### config.mk
export PLATFORM = sky130hd
export DESIGN_NAME = uce_top
export DESIGN_NICKNAME = d
export VERILOG_FILES = /design/src/uce_pkg.sv /design/src/uce_req_reg.sv /design/src/uce_credit_counter.sv /design/src/uce_fsm.sv /design/src/uce_top.sv
export VERILOG_INCLUDE_DIRS = /design/src
export SDC_FILE = /design/constraint.sdc
export NUM_CORES = 1
export LEC_CHECK = 0
export ABC_AREA = 1
export BUFFER_PORTS_ARGS = -buffer_cell sky130_fd_sc_hd__buf_2
export CAP_MARGIN = 20
export CELL_PAD_IN_SITES_DETAIL_PLACEMENT = 1
export CELL_PAD_IN_SITES_GLOBAL_PLACEMENT = 1
export CORE_AREA = 3 3 263 265
export CTS_BUF_LIST = sky130_fd_sc_hd__clkbuf_8
export DETAILED_ROUTE_END_ITERATION = 8
export DIE_AREA = 0 0 266 268
export PLACE_DENSITY_LB_ADDON = 0.25
export SLEW_MARGIN = 20
export SYNTH_ARGS = -nofsm -noshare
export SYNTH_HDL_FRONTEND = slang
export SYNTH_HIERARCHICAL = 1
export SYNTH_SLANG_ARGS = --single-unit
### constraint.sdc
create_clock -name clk_i -period 3.56 [get_ports clk_i]
set_clock_uncertainty 0.05 [all_clocks]
set_input_delay 0.356 -clock clk_i [delete_from_list [all_inputs] [get_ports clk_i]]
set_output_delay 0.356 -clock clk_i [all_outputs]
set_load 0.005 [all_outputs]
### src/uce_settings.svh
// fixed widths and counts; block width must be a multiple of 64 and sets a power of two
`ifndef UCE_SETTINGS_SVH
`define UCE_SETTINGS_SVH

`define UCE_PADDR_WIDTH 32
`define UCE_BLOCK_WIDTH 128
`define UCE_DWORD_WIDTH 64
`define UCE_SETS 8
`define UCE_ASSOC 2
`define UCE_MAX_CREDITS 4

// derived widths
`define UCE_INDEX_WIDTH ($clog2(`UCE_SETS))
`define UCE_WAY_WIDTH ($clog2(`UCE_ASSOC))
`define UCE_BLOCK_OFFSET_WIDTH ($clog2(`UCE_BLOCK_WIDTH / 8))

// tag is whatever is left above index and block offset
`define UCE_CTAG_WIDTH \
  (`UCE_PADDR_WIDTH - `UCE_INDEX_WIDTH - `UCE_BLOCK_OFFSET_WIDTH)

`endif

### src/uce_pkg.sv
// shared types for the engine; all widths come from uce_settings.svh and are fixed per build
`include "uce_settings.svh"

package uce_pkg;

  typedef logic [`UCE_PADDR_WIDTH-1:0]        paddr_t;
  typedef logic [`UCE_INDEX_WIDTH-1:0]        index_t;
  typedef logic [`UCE_WAY_WIDTH-1:0]          way_t;
  typedef logic [`UCE_CTAG_WIDTH-1:0]         ctag_t;
  typedef logic [`UCE_BLOCK_WIDTH-1:0]        block_t;
  typedef logic [`UCE_DWORD_WIDTH-1:0]        dword_t;

  // one extra bit so the count can reach the maximum itself
  typedef logic [$clog2(`UCE_MAX_CREDITS+1)-1:0] credit_cnt_t;

  // request kinds coming from the cache controller
  typedef enum logic [1:0] {
    e_miss_load
    , e_miss_store
    , e_uc_load
    , e_uc_store
  } req_type_e;

  // memory network message kinds, used in both directions
  typedef enum logic [1:0] {
    e_mem_rd
    , e_mem_uc_rd
    , e_mem_uc_wr
  } mem_msg_e;

  typedef enum logic [2:0] {
    e_reset
    , e_init
    , e_ready
    , e_send_critical
    , e_read_wait
    , e_uc_read_wait
  } uce_state_e;

endpackage

### src/uce_req_reg.sv
// holds one cache request; payload is only meaningful while req_v_o is high
`timescale 1ns/1ns

module uce_req_reg
  (input                         clk_i
   , input                       reset_i

   , input                       cache_req_v_i
   , input                       cache_req_ready_and_i
   , input uce_pkg::req_type_e   cache_req_type_i
   , input uce_pkg::paddr_t      cache_req_addr_i
   , input [1:0]                 cache_req_size_i
   , input uce_pkg::dword_t      cache_req_data_i
   , input uce_pkg::way_t        cache_req_way_i

   , input                       done_i

   , output logic                req_v_o
   , output uce_pkg::req_type_e  req_type_o
   , output uce_pkg::paddr_t     req_addr_o
   , output logic [1:0]          req_size_o
   , output uce_pkg::dword_t     req_data_o
   , output uce_pkg::way_t       req_way_o
   );

  logic xfer;

  assign xfer = cache_req_v_i & cache_req_ready_and_i;

  // a new transfer wins over done so back-to-back stores stay valid
  always_ff @(posedge clk_i)
    if (reset_i)
      req_v_o <= 1'b0;
    else if (xfer)
      req_v_o <= 1'b1;
    else if (done_i)
      req_v_o <= 1'b0;

  always_ff @(posedge clk_i)
    if (xfer)
      begin
        req_type_o <= cache_req_type_i;
        req_addr_o <= cache_req_addr_i;
        req_size_o <= cache_req_size_i;
        req_data_o <= cache_req_data_i;
        req_way_o  <= cache_req_way_i;
      end

  // the fsm must only finish a request that was actually captured
  a_done_has_req: assert property (
    @(posedge clk_i) disable iff (reset_i)
    done_i |-> req_v_o
  ) else $error("done without a held request");

endmodule

### src/uce_credit_counter.sv
// counts outstanding memory commands up to UCE_MAX_CREDITS; every forward message gets one reply
`timescale 1ns/1ns
`include "uce_settings.svh"

module uce_credit_counter
  (input          clk_i
   , input        reset_i

   , input        fwd_fire_i
   , input        rev_fire_i

   , output logic credit_avail_o
   , output logic count_zero_o
   , output logic count_full_o
   );

  import uce_pkg::*;

  localparam credit_cnt_t max_credits_lp = credit_cnt_t'(`UCE_MAX_CREDITS);

  credit_cnt_t count_r;

  // simultaneous send and return cancel out
  always_ff @(posedge clk_i)
    if (reset_i)
      count_r <= '0;
    else if (fwd_fire_i & ~rev_fire_i)
      count_r <= count_r + 1'b1;
    else if (rev_fire_i & ~fwd_fire_i)
      count_r <= count_r - 1'b1;

  assign count_zero_o   = (count_r == '0);
  assign count_full_o   = (count_r == max_credits_lp);
  assign credit_avail_o = (count_r < max_credits_lp);

  // memory must not return more than was sent, and the fsm must respect credit_avail
  a_count_range: assert property (
    @(posedge clk_i) disable iff (reset_i)
    (fwd_fire_i != rev_fire_i) |-> (fwd_fire_i ? !count_full_o : !count_zero_o)
  ) else $error("credit count out of range");

endmodule

### src/uce_fsm.sv
// control fsm; blocking, so only one miss or uncached load is in flight, while stores are posted
`timescale 1ns/1ns
`include "uce_settings.svh"

module uce_fsm
  (input                          clk_i
   , input                        reset_i

   , input                        req_v_i
   , input uce_pkg::req_type_e    req_type_i
   , input uce_pkg::paddr_t       req_addr_i
   , input [1:0]                  req_size_i
   , input uce_pkg::dword_t       req_data_i
   , input uce_pkg::way_t         req_way_i

   , input                        credit_avail_i

   , input                        tag_mem_yumi_i
   , input                        data_mem_yumi_i
   , input                        uc_data_yumi_i
   , input                        mem_fwd_ready_and_i

   , input                        mem_rev_v_i
   , input uce_pkg::mem_msg_e     mem_rev_type_i
   , input uce_pkg::paddr_t       mem_rev_addr_i
   , input uce_pkg::block_t       mem_rev_data_i
   , input uce_pkg::way_t         mem_rev_way_i

   , input                        cache_req_v_i
   , input uce_pkg::req_type_e    cache_req_type_i

   , output logic                 cache_req_ready_and_o
   , output logic                 cache_req_busy_o
   , output logic                 cache_req_complete_o
   , output logic                 done_o

   , output logic                 tag_mem_v_o
   , output logic                 tag_mem_clear_o
   , output uce_pkg::index_t      tag_mem_index_o
   , output uce_pkg::way_t        tag_mem_way_o
   , output uce_pkg::ctag_t       tag_mem_tag_o

   , output logic                 data_mem_v_o
   , output uce_pkg::index_t      data_mem_index_o
   , output uce_pkg::way_t        data_mem_way_o
   , output uce_pkg::block_t      data_mem_data_o

   , output logic                 uc_data_v_o
   , output uce_pkg::dword_t      uc_data_o

   , output logic                 mem_fwd_v_o
   , output uce_pkg::mem_msg_e    mem_fwd_type_o
   , output uce_pkg::paddr_t      mem_fwd_addr_o
   , output logic [1:0]           mem_fwd_size_o
   , output uce_pkg::block_t      mem_fwd_data_o
   , output uce_pkg::way_t        mem_fwd_way_o

   , output logic                 mem_rev_ready_and_o
   );

  import uce_pkg::*;

  localparam int block_offset_lp = `UCE_BLOCK_OFFSET_WIDTH;
  localparam int index_width_lp  = `UCE_INDEX_WIDTH;
  localparam int dwords_lp       = `UCE_BLOCK_WIDTH / `UCE_DWORD_WIDTH;

  uce_state_e state_r, state_n;
  index_t index_r;
  logic index_up, index_last;
  logic store_ack_v, load_resp_v, load_resp_yumi;

  // store acks are drained here in every state
  assign store_ack_v = mem_rev_v_i & (mem_rev_type_i == e_mem_uc_wr);
  assign load_resp_v = mem_rev_v_i & (mem_rev_type_i != e_mem_uc_wr);
  assign mem_rev_ready_and_o = store_ack_v | load_resp_yumi;

  assign index_last = (index_r == index_t'(`UCE_SETS - 1));
  assign cache_req_busy_o = (state_r == e_reset) || (state_r == e_init);
  assign cache_req_complete_o = done_o & (req_type_i != e_uc_store);

  // fill fields come straight from the response, not the held request
  assign tag_mem_tag_o    = mem_rev_addr_i[block_offset_lp+index_width_lp+:`UCE_CTAG_WIDTH];
  assign data_mem_index_o = mem_rev_addr_i[block_offset_lp+:index_width_lp];
  assign data_mem_way_o   = mem_rev_way_i;
  assign data_mem_data_o  = mem_rev_data_i;
  assign uc_data_o        = mem_rev_data_i[`UCE_DWORD_WIDTH-1:0];

  always_comb
    begin
      state_n = state_r;
      cache_req_ready_and_o = 1'b0;
      done_o = 1'b0;
      index_up = 1'b0;
      load_resp_yumi = 1'b0;
      tag_mem_v_o = 1'b0;
      tag_mem_clear_o = 1'b0;
      tag_mem_index_o = data_mem_index_o;
      tag_mem_way_o = mem_rev_way_i;
      data_mem_v_o = 1'b0;
      uc_data_v_o = 1'b0;
      mem_fwd_v_o = 1'b0;
      mem_fwd_type_o = e_mem_rd;
      mem_fwd_addr_o = req_addr_i;
      mem_fwd_size_o = req_size_i;
      mem_fwd_data_o = '0;
      mem_fwd_way_o = req_way_i;

      unique case (state_r)
        e_reset:
          state_n = e_init;
        e_init:
          begin
            tag_mem_v_o = 1'b1;
            tag_mem_clear_o = 1'b1;
            tag_mem_index_o = index_r;
            tag_mem_way_o = '0;
            index_up = tag_mem_yumi_i;
            state_n = (index_up & index_last) ? e_ready : e_init;
          end
        e_ready:
          begin
            // only a posted store can be held here
            if (req_v_i && (req_type_i == e_uc_store))
              begin
                mem_fwd_v_o = credit_avail_i;
                mem_fwd_type_o = e_mem_uc_wr;
                mem_fwd_data_o = {dwords_lp{req_data_i}};
                done_o = mem_fwd_v_o & mem_fwd_ready_and_i;
              end
            cache_req_ready_and_o = ~req_v_i | done_o;
            if (cache_req_ready_and_o & cache_req_v_i)
              state_n = (cache_req_type_i == e_uc_store) ? e_ready : e_send_critical;
          end
        e_send_critical:
          begin
            mem_fwd_v_o = credit_avail_i;
            if (req_type_i == e_uc_load)
              mem_fwd_type_o = e_mem_uc_rd;
            else
              begin
                // whole block read; size has no meaning for rd
                mem_fwd_addr_o = {req_addr_i[`UCE_PADDR_WIDTH-1:block_offset_lp],
                                  block_offset_lp'(0)};
                mem_fwd_size_o = '1;
              end
            if (mem_fwd_v_o & mem_fwd_ready_and_i)
              state_n = (req_type_i == e_uc_load) ? e_uc_read_wait : e_read_wait;
          end
        e_read_wait:
          begin
            tag_mem_v_o = load_resp_v;
            data_mem_v_o = load_resp_v;
            load_resp_yumi = load_resp_v & tag_mem_yumi_i & data_mem_yumi_i;
            done_o = load_resp_yumi;
            state_n = done_o ? e_ready : e_read_wait;
          end
        e_uc_read_wait:
          begin
            uc_data_v_o = load_resp_v;
            load_resp_yumi = uc_data_v_o & uc_data_yumi_i;
            done_o = load_resp_yumi;
            state_n = done_o ? e_ready : e_uc_read_wait;
          end
        default:
          state_n = e_reset;
      endcase
    end

  always_ff @(posedge clk_i)
    if (reset_i)
      begin
        state_r <= e_reset;
        index_r <= '0;
      end
    else
      begin
        state_r <= state_n;
        if (index_up)
          index_r <= index_r + 1'b1;
      end

endmodule

### src/uce_top.sv
// uncached engine top; one blocking miss or uncached load at a time, stores posted under credits
`timescale 1ns/1ns

module uce_top
  (input                          clk_i
   , input                        reset_i

   , input                        cache_req_v_i
   , input uce_pkg::req_type_e    cache_req_type_i
   , input uce_pkg::paddr_t       cache_req_addr_i
   , input [1:0]                  cache_req_size_i
   , input uce_pkg::dword_t       cache_req_data_i
   , input uce_pkg::way_t         cache_req_way_i
   , output logic                 cache_req_ready_and_o
   , output logic                 cache_req_busy_o
   , output logic                 cache_req_complete_o
   , output logic                 cache_req_credits_full_o
   , output logic                 cache_req_credits_empty_o

   , output logic                 tag_mem_v_o
   , output logic                 tag_mem_clear_o
   , output uce_pkg::index_t      tag_mem_index_o
   , output uce_pkg::way_t        tag_mem_way_o
   , output uce_pkg::ctag_t       tag_mem_tag_o
   , input                        tag_mem_yumi_i

   , output logic                 data_mem_v_o
   , output uce_pkg::index_t      data_mem_index_o
   , output uce_pkg::way_t        data_mem_way_o
   , output uce_pkg::block_t      data_mem_data_o
   , input                        data_mem_yumi_i

   , output logic                 uc_data_v_o
   , output uce_pkg::dword_t      uc_data_o
   , input                        uc_data_yumi_i

   , output logic                 mem_fwd_v_o
   , output uce_pkg::mem_msg_e    mem_fwd_type_o
   , output uce_pkg::paddr_t      mem_fwd_addr_o
   , output logic [1:0]           mem_fwd_size_o
   , output uce_pkg::block_t      mem_fwd_data_o
   , output uce_pkg::way_t        mem_fwd_way_o
   , input                        mem_fwd_ready_and_i

   , input                        mem_rev_v_i
   , input uce_pkg::mem_msg_e     mem_rev_type_i
   , input uce_pkg::paddr_t       mem_rev_addr_i
   , input uce_pkg::block_t       mem_rev_data_i
   , input uce_pkg::way_t         mem_rev_way_i
   , output logic                 mem_rev_ready_and_o
   );

  import uce_pkg::*;

  logic req_v, done, credit_avail, count_zero, count_full;
  req_type_e req_type;
  paddr_t req_addr;
  logic [1:0] req_size;
  dword_t req_data;
  way_t req_way;

  // a held request counts as pending work for the cache's fence logic
  assign cache_req_credits_full_o  = req_v & count_full;
  assign cache_req_credits_empty_o = ~req_v & count_zero;

  uce_req_reg u_req_reg
    (.clk_i(clk_i), .reset_i(reset_i)
     , .cache_req_v_i(cache_req_v_i), .cache_req_ready_and_i(cache_req_ready_and_o)
     , .cache_req_type_i(cache_req_type_i), .cache_req_addr_i(cache_req_addr_i)
     , .cache_req_size_i(cache_req_size_i), .cache_req_data_i(cache_req_data_i)
     , .cache_req_way_i(cache_req_way_i), .done_i(done)
     , .req_v_o(req_v), .req_type_o(req_type), .req_addr_o(req_addr)
     , .req_size_o(req_size), .req_data_o(req_data), .req_way_o(req_way)
     );

  uce_credit_counter u_credit_counter
    (.clk_i(clk_i), .reset_i(reset_i)
     , .fwd_fire_i(mem_fwd_v_o & mem_fwd_ready_and_i)
     , .rev_fire_i(mem_rev_v_i & mem_rev_ready_and_o)
     , .credit_avail_o(credit_avail), .count_zero_o(count_zero), .count_full_o(count_full)
     );

  uce_fsm u_fsm
    (.clk_i(clk_i), .reset_i(reset_i)
     , .req_v_i(req_v), .req_type_i(req_type), .req_addr_i(req_addr)
     , .req_size_i(req_size), .req_data_i(req_data), .req_way_i(req_way)
     , .credit_avail_i(credit_avail), .tag_mem_yumi_i(tag_mem_yumi_i)
     , .data_mem_yumi_i(data_mem_yumi_i), .uc_data_yumi_i(uc_data_yumi_i)
     , .mem_fwd_ready_and_i(mem_fwd_ready_and_i), .mem_rev_v_i(mem_rev_v_i)
     , .mem_rev_type_i(mem_rev_type_i), .mem_rev_addr_i(mem_rev_addr_i)
     , .mem_rev_data_i(mem_rev_data_i), .mem_rev_way_i(mem_rev_way_i)
     , .cache_req_v_i(cache_req_v_i), .cache_req_type_i(cache_req_type_i)
     , .cache_req_ready_and_o(cache_req_ready_and_o), .cache_req_busy_o(cache_req_busy_o)
     , .cache_req_complete_o(cache_req_complete_o), .done_o(done)
     , .tag_mem_v_o(tag_mem_v_o), .tag_mem_clear_o(tag_mem_clear_o)
     , .tag_mem_index_o(tag_mem_index_o), .tag_mem_way_o(tag_mem_way_o)
     , .tag_mem_tag_o(tag_mem_tag_o), .data_mem_v_o(data_mem_v_o)
     , .data_mem_index_o(data_mem_index_o), .data_mem_way_o(data_mem_way_o)
     , .data_mem_data_o(data_mem_data_o), .uc_data_v_o(uc_data_v_o), .uc_data_o(uc_data_o)
     , .mem_fwd_v_o(mem_fwd_v_o), .mem_fwd_type_o(mem_fwd_type_o)
     , .mem_fwd_addr_o(mem_fwd_addr_o), .mem_fwd_size_o(mem_fwd_size_o)
     , .mem_fwd_data_o(mem_fwd_data_o), .mem_fwd_way_o(mem_fwd_way_o)
     , .mem_rev_ready_and_o(mem_rev_ready_and_o)
     );

endmodule

==> impl_metrics.prom <==
# TYPE chip_impl_metric gauge
chip_impl_info{name="run_status",value="complete, no violations"} 1
chip_impl_metric{name="peakVddDrop",unit="V"} 0.000156
chip_impl_info{name="synth_top_family_by_area",value="buffers and inverters"} 1
chip_impl_metric{name="required",unit="ns"} 3.15
chip_impl_info{name="worst_hold_path_type",value="input port to register"} 1
chip_impl_info{name="dominantRegCellSynth",value="edfxtp_1"} 1
chip_impl_metric{name="power-per-cell-area",unit="nW/um2"} 299
chip_impl_metric{name="synthesis.nets",unit=""} 978
chip_impl_metric{name="yosys.area_share.xor_xnor",unit="%"} 0.128
chip_impl_metric{name="count_of_vias_placed_by_the_detailed_router",unit=""} 4464
chip_impl_metric{name="holdWs",unit="ns"} 0.0913
chip_impl_metric{name="synth_seq_area_share",unit="%"} 47.4
chip_impl_metric{name="groute.layer.met1.usage",unit="%"} 6.36
chip_impl_metric{name="die_width",unit="um"} 266
chip_impl_metric{name="critical_path_maximum_fanout",unit=""} 52
chip_impl_metric{name="asyncSetResetFlopFracSynth",unit="%"} 0
chip_impl_metric{name="rrSetupSlack",unit="ns"} 1.27
chip_impl_metric{name="crit_buf_inv",unit=""} 4
chip_impl_metric{name="min_period",unit="ns"} 2.64
chip_impl_metric{name="place.detailed.hpwl",unit="um"} 22700
chip_impl_metric{name="gr-usage-met2",unit="%"} 12.5
chip_impl_metric{name="yosys_register_bits",unit=""} 111
chip_impl_metric{name="placed_instance_count",unit=""} 1558
chip_impl_metric{name="cts_buffers",unit=""} 9
chip_impl_info{name="ordered_list_of_cells_on_the_worst_path",value="inv_2 > nand3_2 > nor2_4 > inv_4 > buf_4 > nor2_1 > buf_2"} 1
chip_impl_metric{name="first_global_vias",unit=""} 4760
chip_impl_metric{name="floorplan.initialDensity",unit="%"} 10.2
chip_impl_metric{name="pin_count_of_the_biggest_net_entering_global_routing",unit=""} 62
chip_impl_metric{name="areaGrowthSynthToFinish",unit="%"} 20.6
chip_impl_metric{name="antenna_violations_before_repair",unit=""} 5
chip_impl_info{name="unrepaired_setup_endpoints_after_global_routing",value="false"} 1
chip_impl_metric{name="drv_cap",unit=""} 0
chip_impl_info{name="timing.critical_path.from_type",value="register"} 1
chip_impl_metric{name="syn_area_per_cell",unit="um2"} 9.72
chip_impl_metric{name="routabilityCongestion",unit=""} 0.651
chip_impl_metric{name="wl_per_cell",unit="um"} 16.6
chip_impl_metric{name="cts.sink_count",unit=""} 111
chip_impl_metric{name="final_hold_viol_count",unit=""} 0
chip_impl_info{name="criticalPathCategory",value="register to output pin"} 1
chip_impl_metric{name="synth_simple_gate_area_share",unit="%"} 9.48
chip_impl_metric{name="fmax",unit="GHz"} 0.378
chip_impl_metric{name="clock_tree.htree_level_count",unit=""} 3
chip_impl_info{name="grt.busiest_layer",value="met2"} 1
chip_impl_metric{name="cts_clk_pin_slew_worst_paths",unit="ns"} 0.13
chip_impl_metric{name="fin_nets",unit=""} 1072
chip_impl_metric{name="cell_count_after_synthesis",unit=""} 702
chip_impl_metric{name="floorplan_die_area",unit="um2"} 71300
chip_impl_metric{name="detailedRoute.firstIterationViolations",unit=""} 150
chip_impl_metric{name="worst-endpoint-arrival",unit="ns"} 2.24
chip_impl_metric{name="remaining_drc_errors",unit=""} 0
chip_impl_metric{name="floorplan.rows",unit=""} 95
chip_impl_metric{name="drt.antenna.violating_nets",unit=""} 0
chip_impl_metric{name="detail_route.first_pass.iterations",unit=""} 4
chip_impl_info{name="path_delay_family",value="buffers and inverters"} 1
chip_impl_info{name="commonest_cells_after_routing_fill_and_taps_aside",value="298 x buf_2, 101 x edfxtp_1, 100 x dlygate4sd3_1"} 1
chip_impl_info{name="layout_commonest_cell",value="buf_2"} 1
chip_impl_metric{name="coreArea",unit="um2"} 67000
chip_impl_info{name="timing.critical_path.slowest_stage_cell",value="inv_4"} 1
chip_impl_metric{name="fin_setup_tns",unit="ns"} 0
chip_impl_metric{name="cts_buffer_depth",unit=""} 2
chip_impl_metric{name="totalWireLength",unit="um"} 27700
chip_impl_metric{name="routed_via_density",unit=""} 2.67
chip_impl_metric{name="grtUsageTotal",unit="%"} 7.44
chip_impl_metric{name="io_pins",unit=""} 673
chip_impl_metric{name="finalMaxSlewViolations",unit=""} 0
chip_impl_metric{name="post_route_cells_drive_above_1_share",unit="%"} 42.1
chip_impl_metric{name="finalSetupViolations",unit=""} 0
chip_impl_metric{name="total_leakage_power",unit="nW"} 3.85
chip_impl_info{name="cp_endpoint_kind",value="output pin"} 1
chip_impl_metric{name="synth_edf_count",unit=""} 101
chip_impl_metric{name="synth_compound_gate_area_share",unit="%"} 1.12
chip_impl_metric{name="muxShareOfSynthArea",unit="%"} 0
chip_impl_info{name="tritoncts_clock_tree",value="yes"} 1
chip_impl_metric{name="final_critical_path_setup_slack",unit="ns"} 0.917
chip_impl_metric{name="adder_cell_share_of_the_synthesized_area",unit="%"} 0.843
chip_impl_metric{name="post_synth_num_cell_types",unit=""} 27
chip_impl_metric{name="worstMarginPinSlew",unit="ns"} 0.780
chip_impl_metric{name="worstSkewPairLatency",unit="ns"} 0.45
chip_impl_metric{name="place_worst_setup_slack",unit="ns"} 1.21
chip_impl_metric{name="buffer_ports.inserted",unit=""} 298
chip_impl_metric{name="cpPeakStageDelay",unit="ns"} 0.55
chip_impl_metric{name="finish.utilization",unit="%"} 12.3
chip_impl_metric{name="global_route.overflow_total",unit=""} 0
chip_impl_metric{name="fillCellCount",unit=""} 8005
chip_impl_metric{name="synth.yosys.warnings",unit=""} 6
chip_impl_metric{name="global_route_wire_length_before_repair",unit="um"} 36300
chip_impl_metric{name="met3_usage",unit="%"} 5.71
chip_impl_metric{name="slew-limit-headroom",unit="%"} 48.0
chip_impl_metric{name="chip_height",unit="um"} 268
chip_impl_metric{name="count_of_non_filler_cells_in_the_finished_layout",unit=""} 1675
chip_impl_metric{name="post_synth_instance_area",unit="um2"} 6830
chip_impl_info{name="ctsRootBufferMaster",value="clkbuf_8"} 1
chip_impl_metric{name="fin_crit_sh",unit="%"} 74.2
cell usage after synthesis, types with 2 or more instances:
master	n	area share [%]
buf_4	314	35
edfxtp_1	101	44
inv_1	95	5.2
nor2_1	86	4.7
nand2_1	39	2.1
nand3_1	11	0.81
dfxtp_1	10	2.9
o21ai_0	7	0.51
buf_6	6	0.99
nor2_2	5	0.46
inv_2	4	0.22
nor3_1	4	0.29
ha_1	3	0.55
a21oi_1	2	0.15
o211ai_1	2	0.22
or2_2	2	0.18
final timing paths:
kind | from | endpoint | cells after the start
setup / recovery | u_fsm/state_r[0] | mem_fwd_data_o[1] | 7
hold / removal | cache_req_data_i[36] | u_req_reg/req_data_o[36] | 1
setup reg to reg | u_credit_counter/count_r[2] | u_req_reg/req_data_o[9] | 8
hold reg to reg | u_fsm/index_r[0] | u_fsm/index_r[0] | 2
per-layer routing:
layer,up-vias,wire length [um]
li1,2024,-
met1,1969,8450
met2,395,13400
met3,72,4550
met4,4,1280
met5,-,31
flip-flops by register name, indices dropped and copies added (netlist names), 2 cells and up:
signal / flops
u_req_reg/req_addr_o: 32
u_fsm/state_r: 3
u_req_reg/req_type_o: 2
u_req_reg/req_size_o: 2
u_fsm/index_r: 3
u_req_reg/req_data_o: 64
u_credit_counter/count_r: 3
final cells by class:
type	count	area [um2]	share of cell area [%]
flip-flops and latches	111	3230	39.3
diodes	1	2.50	0.0304
multi-input cells	171	790	9.59
repair buffers	403	2540	30.9
well taps	873	1090	13.3
inverters	100	380	4.62
clock buffers	9	124	1.50
clock inverters	7	67.6	0.821
timing repair:
| item | in CTS | in global routing |
|---|---|---|
| hold endpoints to repair | 100 | 0 |
| gates resized for setup | 0 | 0 |
| hold buffers | 100 | 0 |
| buffers inserted | 0 | 0 |
report_power, final:
group	internal, W	total (W)	switching, W
combinational	0.000133	0.000198	0.0000652
sequential	0.00142	0.00143	0.00000537
clock	0.000271	0.000838	0.000567
total	0.00183	0.00246	0.000638
cells by family (layout without fill, tap and decap cells):
group,Yosys count,after routing
buffers and inverters,420,519
and+or+nand+nor,153,153
DFF,111,111
AOI/OAI and AO/OA,13,13
adders and majority gates,4,4
xor gates and xnor gates,1,1
other,0,1
metrics by stage:
stage | instance area [um2] | total power [W]
detailed placement | 7040 | 0.00157
CTS | 8230 | 0.00257
global placement | 7040 | 0.00157
floorplan | 6830 | 0.00169
global route | 8230 | 0.00262
finish | 8230 | 0.00246
(Power assumes the default switching activity.)
